## config.mk

```make
export PLATFORM = sky130hd
export DESIGN_NAME = sram_out_top
export DESIGN_NICKNAME = d
export VERILOG_FILES = /design/src/verilog/sram_out_pkg.sv /design/src/verilog/sram_out_top.sv /design/src/verilog/fifo_to_axis.sv /design/src/verilog/word_fifo.sv
export SDC_FILE = /design/constraint.sdc
export NUM_CORES = 2
export LEC_CHECK = 0
export BUFFER_PORTS_ARGS = -buffer_cell sky130_fd_sc_hd__buf_2
export CAP_MARGIN = 40
export CORE_UTILIZATION = 58
export CTS_BUF_LIST = sky130_fd_sc_hd__clkbuf_4 sky130_fd_sc_hd__clkbuf_8
export DETAILED_ROUTE_END_ITERATION = 12
export PLACE_DENSITY = 0.78
export SYNTH_ARGS = -nofsm -noshare
export SYNTH_HDL_FRONTEND = slang
export SYNTH_SLANG_ARGS = --single-unit
```

## constraint.sdc

```tcl
create_clock -name clk -period 3.9 [get_ports clk]
set_input_delay 0.975 -clock clk [delete_from_list [all_inputs] [get_ports clk]]
set_output_delay 0.975 -clock clk [all_outputs]
set_load 0.05 [all_outputs]
```

## src/verilog/sram_out_pkg.sv

```systemverilog
package sram_out_pkg;

    ////////////////////////////////////////////////////////////////////
    // Field widths
    ////////////////////////////////////////////////////////////////////

    // Stream data bus, one memory word per beat
    localparam int data_width = 64;
    localparam int word_bytes = data_width / 8;

    // Source-port tag carried with every word
    localparam int src_port_width = 4;

    // Memory read channels feeding the merge
    localparam int num_channels = 2;

    ////////////////////////////////////////////////////////////////////
    // Word and beat formats
    ////////////////////////////////////////////////////////////////////

    // One word as delivered by the memory controller, 72 bits
    typedef struct packed {
        logic [data_width-1:0]         data;
        logic                          last;
        logic [src_port_width-1:0]     src_port;
        // Valid bytes minus one, only meaningful on the last word
        logic [$clog2(word_bytes)-1:0] bytes_m1;
    } mem_word_t;

    // One AXI4-Stream beat on the master side
    typedef struct packed {
        logic [data_width-1:0] tdata;
        logic [word_bytes-1:0] tkeep;
        logic                  tlast;
        // Source port in 27:24, channel number in 28
        logic [31:0]           tuser;
    } axis_beat_t;

endpackage
```

## src/verilog/sram_out_top.sv

```systemverilog
`timescale 1ns/1ps

module sram_out_top
#(
    parameter int fifo_depth        = 16,
    parameter int almost_full_level = 12
)
(
    input  logic                     clk,
    input  logic                     reset,
    // Memory read channel 0
    input  logic                     wr_valid_0,
    input  sram_out_pkg::mem_word_t  wr_word_0,
    output logic                     almost_full_0,
    // Memory read channel 1
    input  logic                     wr_valid_1,
    input  sram_out_pkg::mem_word_t  wr_word_1,
    output logic                     almost_full_1,
    // AXI4-Stream master
    output sram_out_pkg::axis_beat_t m_axis,
    output logic                     tvalid,
    input  logic                     tready,
    output logic [31:0]              beats_sent
);
    import sram_out_pkg::*;

    // FIFO heads toward the merge, one slot per channel
    mem_word_t               head [num_channels];
    logic [num_channels-1:0] not_empty;
    logic [num_channels-1:0] pop;

    ////////////////////////////////////////////////////////////////////
    // Per-channel word FIFOs
    ////////////////////////////////////////////////////////////////////

    word_fifo #(
        .fifo_depth        (fifo_depth),
        .almost_full_level (almost_full_level)
    ) fifo0 (
        .clk         (clk),
        .reset       (reset),
        .wr_valid    (wr_valid_0),
        .wr_word     (wr_word_0),
        .pop         (pop[0]),
        .head        (head[0]),
        .not_empty   (not_empty[0]),
        .almost_full (almost_full_0)
    );

    word_fifo #(
        .fifo_depth        (fifo_depth),
        .almost_full_level (almost_full_level)
    ) fifo1 (
        .clk         (clk),
        .reset       (reset),
        .wr_valid    (wr_valid_1),
        .wr_word     (wr_word_1),
        .pop         (pop[1]),
        .head        (head[1]),
        .not_empty   (not_empty[1]),
        .almost_full (almost_full_1)
    );

    // Packet merge onto the stream
    fifo_to_axis merge0 (
        .clk        (clk),
        .reset      (reset),
        .head0      (head[0]),
        .head1      (head[1]),
        .not_empty0 (not_empty[0]),
        .not_empty1 (not_empty[1]),
        .pop0       (pop[0]),
        .pop1       (pop[1]),
        .m_axis     (m_axis),
        .tvalid     (tvalid),
        .tready     (tready),
        .beats_sent (beats_sent)
    );

endmodule

```

## src/verilog/fifo_to_axis.sv

```systemverilog
`timescale 1ns/1ps

module fifo_to_axis
(
    input  logic                     clk,
    input  logic                     reset,
    input  sram_out_pkg::mem_word_t  head0,
    input  sram_out_pkg::mem_word_t  head1,
    input  logic                     not_empty0,
    input  logic                     not_empty1,
    output logic                     pop0,
    output logic                     pop1,
    output sram_out_pkg::axis_beat_t m_axis,
    output logic                     tvalid,
    input  logic                     tready,
    output logic [31:0]              beats_sent
);
    import sram_out_pkg::*;

    localparam int ch_width = $clog2(num_channels);
    // Placement of the tags inside tuser
    localparam int tuser_src_lsb = 24;
    localparam int tuser_ch_lsb  = 28;

    mem_word_t heads [num_channels];
    logic [num_channels-1:0] head_valid;
    logic [num_channels-1:0] pop_vec;

    // Channel hold over a stalled beat and the rest of its packet
    logic                locked;
    logic [ch_width-1:0] lock_ch;
    // Channel that finished the previous packet
    logic [ch_width-1:0] last_ch;
    logic [ch_width-1:0] pref_ch;
    logic [ch_width-1:0] sel;
    mem_word_t           sel_word;
    logic                xfer;

    // Gather the heads by channel number
    assign heads[0]   = head0;
    assign heads[1]   = head1;
    assign head_valid = {not_empty1, not_empty0};

    ////////////////////////////////////////////////////////////////////
    // Arbitration
    ////////////////////////////////////////////////////////////////////

    // Round robin with the channel after the last winner first
    assign pref_ch = last_ch + 1'b1;

    always_comb
    begin
        if (locked)
        begin
            sel = lock_ch;
        end
        else if (head_valid[pref_ch])
        begin
            sel = pref_ch;
        end
        else
        begin
            // Fall back to the other when the preferred one is idle
            sel = last_ch;
        end
    end

    assign sel_word = heads[sel];
    assign tvalid   = head_valid[sel];
    assign xfer     = tvalid && tready;

    ////////////////////////////////////////////////////////////////////
    // Beat forming
    ////////////////////////////////////////////////////////////////////

    always_comb
    begin
        m_axis       = '0;
        m_axis.tdata = sel_word.data;
        m_axis.tlast = sel_word.last;
        // All lanes valid except the tail of a last word
        for (int i = 0; i < word_bytes; i++)
        begin
            m_axis.tkeep[i] = !sel_word.last || (i <= int'(sel_word.bytes_m1));
        end
        m_axis.tuser[tuser_src_lsb +: src_port_width] = sel_word.src_port;
        m_axis.tuser[tuser_ch_lsb +: ch_width]        = sel;
    end

    // Pop the winner in the transfer cycle
    always_comb
    begin
        pop_vec      = '0;
        pop_vec[sel] = xfer;
    end

    assign pop0 = pop_vec[0];
    assign pop1 = pop_vec[1];

    ////////////////////////////////////////////////////////////////////
    // Lock state and beat count
    ////////////////////////////////////////////////////////////////////

    always_ff @(posedge clk)
    begin
        if (reset)
        begin
            locked     <= 1'b0;
            lock_ch    <= '0;
            // Makes channel 0 the first preference
            last_ch    <= ch_width'(num_channels - 1);
            beats_sent <= '0;
        end
        else
        begin
            if (tvalid)
            begin
                if (tready && m_axis.tlast)
                begin
                    // Release and remember the winner once the packet is done
                    locked  <= 1'b0;
                    last_ch <= sel;
                end
                else
                begin
                    // Stay on this channel for a stalled beat or mid-packet
                    locked  <= 1'b1;
                    lock_ch <= sel;
                end
            end
            if (xfer)
            begin
                beats_sent <= beats_sent + 32'd1;
            end
        end
    end

    // Offered beat held steady until accepted
    a_hold_beat: assert property (@(posedge clk) disable iff (reset)
        tvalid && !tready |=> tvalid && $stable(m_axis));

endmodule

```

## src/verilog/word_fifo.sv

```systemverilog
`timescale 1ns/1ps

module word_fifo
#(
    parameter int fifo_depth        = 16,
    parameter int almost_full_level = 12
)
(
    input  logic                    clk,
    input  logic                    reset,
    input  logic                    wr_valid,
    input  sram_out_pkg::mem_word_t wr_word,
    input  logic                    pop,
    output sram_out_pkg::mem_word_t head,
    output logic                    not_empty,
    output logic                    almost_full
);
    import sram_out_pkg::*;

    localparam int addr_width = $clog2(fifo_depth);
    // Extra wrap bit tells full from empty
    localparam int ptr_width = addr_width + 1;

    // Word storage, circular
    mem_word_t mem [fifo_depth];

    logic [ptr_width-1:0] wr_ptr;
    logic [ptr_width-1:0] rd_ptr;
    logic [ptr_width-1:0] count;
    logic [ptr_width-1:0] count_next;
    logic                 full;
    logic                 empty;

    ////////////////////////////////////////////////////////////////////
    // Status
    ////////////////////////////////////////////////////////////////////

    // Same slot, wrap bits differ
    assign full = (wr_ptr[addr_width] != rd_ptr[addr_width])
        && (wr_ptr[addr_width-1:0] == rd_ptr[addr_width-1:0]);
    assign empty = (wr_ptr == rd_ptr);
    assign not_empty = !empty;

    // Head falls straight through from the array
    assign head = mem[rd_ptr[addr_width-1:0]];

    // Occupancy after this edge
    always_comb
    begin
        case ({wr_valid, pop})
            2'b10:   count_next = count + 1'b1;
            2'b01:   count_next = count - 1'b1;
            default: count_next = count;
        endcase
    end

    ////////////////////////////////////////////////////////////////////
    // Storage and pointers
    ////////////////////////////////////////////////////////////////////

    // Array write, no reset on payload
    always_ff @(posedge clk)
    begin
        if (wr_valid)
        begin
            mem[wr_ptr[addr_width-1:0]] <= wr_word;
        end
    end

    always_ff @(posedge clk)
    begin
        if (reset)
        begin
            wr_ptr      <= '0;
            rd_ptr      <= '0;
            count       <= '0;
            almost_full <= 1'b0;
        end
        else
        begin
            if (wr_valid)
            begin
                wr_ptr <= wr_ptr + 1'b1;
            end
            if (pop)
            begin
                rd_ptr <= rd_ptr + 1'b1;
            end
            count <= count_next;
            // Registered from next count, so it tracks the edge that crosses the level
            almost_full <= (count_next >= ptr_width'(almost_full_level));
        end
    end

    // Memory side must have stopped on almost_full well before this
    a_no_write_full: assert property (@(posedge clk) disable iff (reset)
        !(wr_valid && full));

    // Merge pops only a head it presented
    a_no_pop_empty: assert property (@(posedge clk) disable iff (reset)
        !(pop && empty));

endmodule

```

# [Word-level counts from Yosys, hierarchy flattened]
# Memory sizes are Yosys's and may differ from the RTL's. A register that Yosys moved wholly into a read port is not among the register bits.
# Index checks and enable logic that the tools add are counted.
[word_totals] reg_bits=67 in_bits=149 mem_bits_rw=2304 elab_cells=83 n_memories=2 output_inout_bits=140
[classes] eq_ne=6 n_lt_le_gt_ge=13 bitwise=3 n_mux=22 reduce_logical=15 add_sub_neg=10
[memory_table] name="fifo0.mem" words=16 word_bits=72 rd=1 rd_ports_with_merged_regs=1 wr=1 line_no="word_fifo.sv:25" text="mem_word_t mem [fifo_depth];"
[memory_table] name="fifo1.mem" words=16 word_bits=72 rd=1 rd_ports_with_merged_regs=1 wr=1 line_no="word_fifo.sv:25"
[op_table] cell="72-bit 2-to-1 mux" n=3
[op_table] cell="32-bit by 1-bit adder with 32-bit output, second input constant" n=1
[op_table] cell="5-bit by 1-bit adder with 5-bit output, second input constant" n=6
[op_table] cell="5-bit case mux with 2 select lines" n=2
[op_table] cell="4-bit 2-to-1 mux" n=4
[op_table] cell="3-bit less-or-equal comparator, first input constant" n=4
[op_table] cell="1-bit 2-to-1 mux" n=12
[op_table] cell="5-bit equality test" n=2
[op_table] cell="5-bit by 4-bit greater-or-equal comparator with 1-bit output, second input constant" n=2
[op_table] cell="5-bit by 1-bit subtractor with 5-bit output, second input constant" n=2
[op_table] cell="1-bit logical OR" n=7
[op_table] cell="2-bit by 3-bit less-or-equal comparator with 1-bit output, first input constant" n=2
[op_table] cell="2-bit by 1-bit equality test with 1-bit output, second input constant" n=2
[op_table] cell="2-bit equality test, second input constant" n=2
[op_table] cell="1-bit by 2-bit < comparator with 1-bit output, second input constant" n=2
[op_table] cell="2-bit AND reduction" n=2
[op_table] cell="1-bit by 3-bit less-or-equal comparator with 1-bit output, first input constant" n=1
[op_table] cell="1-bit logical AND" n=3
[op_table] cell="1-bit logical NOT" n=3
[op_table] cell="2-bit AND" n=1
[op_table] cell="2-bit greater-or-equal comparator, second input constant" n=1
[op_table] cell="1-bit inverter with 2-bit output" n=1
[op_table] cell="1-bit adder, second input constant" n=1
[op_table] cell="1-bit demux with 1-bit select" n=1
[op_table] cell="other kinds (2)" n=2

# [Depth between registers and ports, before layout]
[depth] depth_word=14 mapped_depth=16 mapped_depth_nobuf=13

# [Hierarchy]
# From an unflattened synthesis, not the netlist that was laid out.
[hier_totals] hier_cells=3927 hier_area_um2=91739.2
[by_module_without_submodules] module="word_fifo (fifo0)" seq_area_each_um2=34993.6 area_each_um2=44308.7 n_inst=1 cells_each=1717
[by_module_without_submodules] module="word_fifo (fifo1)" seq_area_each_um2=34993.6 area_each_um2=44307.5 n_inst=1 cells_each=1717
[by_module_without_submodules] module="fifo_to_axis" seq_area_each_um2=700.7 area_each_um2=3123.0 n_inst=1 cells_each=493

# [Least setup slack after synthesis]
# No wires, ideal clock.
[synth_timing] path_kind="in2reg" start="input port wr_valid_1" end="memory fifo1.mem[10][0] (netlist name) (enable)" slack_ps=120 setup_time_ps=438 n_path_buf=1 required_ps=3462 arrival_time_ps=3343 stages=4 path_cell_list="clkbuf_1 -> inv_1 -> nor3b_1 -> and2_1"
[synth_via] elab_chain_cells=2
[synth_lines] item="start: declaration" line_no="sram_out_top.sv:16" text="input logic wr_valid_1,"
[synth_lines] item="1-bit 2-to-1 mux" line_no="word_fifo.sv:64" text="if (wr_valid)"
[synth_lines] item="1-bit 2-to-1 mux (not written as such)" line_no="word_fifo.sv:66" text="mem[wr_ptr[addr_width-1:0]] <= wr_word;"
[synth_lines] item="end: declaration" line_no="word_fifo.sv:25"
# No other way between the ends.

==> results.md <==
* Max Slew Vio Count at 0
* Status: complete, but fails checks
* Top FF cell, synth: edfxtp_1
* Initial antenna violation count at 62
* Fill cells at 8430
* DRT iter0 DRCs at 6843
* Gpl congestion at 0.8445
* Avg Inst Size Synth at 22.35 um2
* P_leak at 34.99 nW
* Commonest non-fill, non-tap cells in the layout: edfxtp_1, mux4_2, clkbuf_8
* Die area at 0.1598 mm2
* Pre-CTS setup slack at -0.1791 ns
* Placed Cells at 6452
* TritonCTS Buffers at 377
* Min Tclk post-route at 4.566 ns
* Highest metal used: met5
* DRC at 0
* Failing checks: setup timing
* Max-Cap Viols at 0
* Final hold violation count at 0
* Clk_skew at 0.07401 ns
* CTS max path bufs at 4
* Synthesis Warnings at 0
* Hold path endpoint: fifo1.mem[3][35]$_DFFE_PP_
* Metal2 WL at 121800 um
* Setup TNS at -37.90 ns
* PortBufs at 260
* CTS tree: done
* Slew margin rel. at 0.4210
* Clock-pin slew on the worst setup and hold paths at 0.07 ns
* Unique masters post-synth at 71
* Cell area power density at 581.7 mW/mm2
* Startpoint types: register
* Share of cells above drive strength 1 at 0.4245
* Cell area after synthesis at 0.09178 mm2
* Die span in x at 399.8 um
* Final worst slack at -0.6664 ns
* Initial Utilization at 0.5862
* Routed wl met3 at 28610 um
* RSZ-0062 raised after global routing: yes
* FMAX at 0.2190 GHz
* Period utilisation layout at 1.171
* Gr usage total at 0.2996
* Core Region at 0.1566 mm2
* Post-route ant nets at 0
* VDD IR max at 0.0007429 V
* R2r startpoint: fifo0.rd_ptr[0]$_SDFFE_PP0N_
* Synth Instances at 4106
* Latest clock arrival within the worst-skew pair at 1.09 ns
* #FFs+latches synth at 2379
* CTS root buffer: clkbuf_8
* Drt pass-1 iters at 6
* Crit path capture type: output pin
* WS Path Type: register to output pin
* Most common cell after layout, fill and taps aside: edfxtp_1
* Worst EP required at 2.92 ns
* Largest net degree at the start of global routing at 73
* Hold path cells at 1
* Post-synth EDFFs at 2304
* Via Count at 48380
* Register area share after synthesis at 0.7702
* Number of I/O pins at 289
* Worst Reg2Reg Path Length in Cells at 15
* Area growth, synth to finish at 19.33%
* R2r setup slk at 0.30 ns
* Hold_ws at 0.2656 ns
* Clock Sinks at 2379
* Final setup fails at 76
* CTS H-Tree Depth at 5
* Nets at 5145
* CP Max Fanout at 7
* Metal-1 WL at 83370 um
* Detail Placement HPWL at 128400 um
* Final WL at 244600 um
* Measured slew at the worst slew-check pin at 0.8466 ns
* RR Endpoint: fifo0.almost_full$_SDFF_PP0_
* Number of global-route vias before repair at 48740
* Hold Crit Class: input port to register
* Height of the die at 399.8 um
* Vias per cell at 6.586
* WL/cell at 33.29 um
* Pwr Total at 0.06370 W
* WP data arrival at 3.59 ns
* Min-delay src: wr_word_1[35]
* Congestion Overflow GR at 0
* Rows at 145
* Final Non-Filler Cells at 7346
* First-pass GRT wire length at 336800 um
* Ys async rst share at 0
[final cells by class]
cell class              count  area, um2  area share
diodes                     44      110.1    0.001005
flip-flops and latches   2379      70730      0.6458
clock inverters           156      863.3    0.007883
inverters                  19      71.32   0.0006512
well taps                2058       2575     0.02351
repair buffers            707       8157     0.07448
clock buffers             488       6085     0.05556
multi-input cells        1495      20930      0.1911
[logic make-up (layout without fill, tap and decap cells)]
| kind of cell | count (synthesis) | after routing | synth area share |
|---|---|---|---|
| AO/OA/AOI/OAI | 253 | 253 | 0.01602 |
| XOR/XNOR | 38 | 38 | 0.003626 |
| adder cells (fa/ha/maj) | 17 | 17 | 0.002318 |
| buffers and inverters | 260 | 1370 | 0.01329 |
| flip-flops | 2379 | 2379 | 0.7702 |
| multiplexers | 793 | 793 | 0.1754 |
| other | 2 | 72 | 0.00008183 |
| AND/OR/NAND/NOR | 364 | 366 | 0.01903 |
[synth_stat cells, types with 3 or more instances]
| cell | number | area (um2) |
|---|---|---|
| a2111oi_0 | 7 | 61.31 |
| a211oi_1 | 6 | 45.04 |
| a21o_1 | 5 | 37.54 |
| a21oi_1 | 60 | 300.3 |
| a22oi_1 | 9 | 67.56 |
| and2_1 | 35 | 219.0 |
| and3_1 | 4 | 25.02 |
| buf_1 | 26 | 97.59 |
| buf_2 | 77 | 385.4 |
| buf_4 | 31 | 232.7 |
| clkbuf_1 | 103 | 386.6 |
| dfxtp_1 | 75 | 1501 |
| edfxtp_1 | 2304 | 69190 |
| ha_1 | 17 | 212.7 |
| inv_1 | 18 | 67.56 |
| mux2_2 | 74 | 833.3 |
| mux2i_1 | 74 | 740.7 |
| mux4_2 | 644 | 14500 |
| nand2_1 | 151 | 566.8 |
| nand3_1 | 31 | 155.2 |
| nand3b_1 | 4 | 30.03 |
| nand4_1 | 14 | 87.58 |
| nor2_1 | 69 | 259.0 |
| nor2b_1 | 14 | 87.58 |
| nor3_1 | 6 | 30.03 |
| o21a_1 | 3 | 22.52 |
| o21ai_0 | 137 | 685.7 |
| o31ai_1 | 4 | 30.03 |
| or3_1 | 15 | 93.84 |
| xnor2_1 | 19 | 166.4 |
| xor2_1 | 19 | 166.4 |
[per-stage QoR]
| stage | cell area, um2 | util |
|---|---|---|
| 3_5_place_dp | 97750 | 0.6243 |
| 2_1_floorplan | 91880 | - |
| 6_report | 109500 | 0.6995 |
| 5_1_grt | 109500 | 0.6991 |
| 4_1_cts | 108300 | 0.6914 |
| 3_3_place_gp | 97750 | 0.6243 |
[layer usage]
layer,vias to the layer above,track usage
li1,19060,-
met1,25070,0.3874
met2,3552,0.4846
met3,661,0.07878
met4,36,0.1292
met5,-,0
[registers in the layout (all words and copies together) (netlist names), named ones only]
name	count
fifo0.mem	1152
fifo1.mem	1152
merge0.beats_sent	32
fifo0.count	5
fifo0.rd_ptr	5
fifo0.wr_ptr	5
fifo1.count	5
fifo1.rd_ptr	5
fifo1.wr_ptr	5
fifo0.almost_full	1
fifo1.almost_full	1
merge0.last_ch	1
merge0.lock_ch	1
merge0.locked	1
[critical path: stages, from the launching register on]
cell and delay [ns]:
dfxtp_4 0.37, buf_12 0.14, buf_16 0.15, buf_4 0.13, buf_8 0.14, mux4_2 0.63, mux2_2 0.31, o21ai_1 0.18
buf_4 0.23, o21ai_4 0.10, buf_6 0.17
[where the power goes]
group	internal [W]	switching (W)	total, W
Clock	0.0106	0.00969	0.0203
Sequential	0.0284	0.000187	0.0286
Combinational	0.00662	0.00821	0.0148
Total	0.0456	0.0181	0.0637
[worst max-delay path by stage]
stage	slack, ns	cells past startpoint	start	endpoint
floorplan	0.12	4	wr_valid_1	fifo1.mem[10][0]$_DFFE_PP_
detailed placement	-0.18	8	register	m_axis[91]
CTS	-0.68	8	register	m_axis[34]
global route	-0.70	10	register	m_axis[94]
global placement	-0.13	8	register	m_axis[91]
finish	-0.67	10	register	m_axis[94]
[what timing repair did]
action | in CTS | in global routing
endpoints found under the setup margin | 78 | 78
gates cloned | 32 | 10
buffers inserted | 110 | 65
pin swaps | 34 | 25
hold buffers | 0 | 0
resized for setup | 465 | 150
Power figures use the tool's default switching activity.
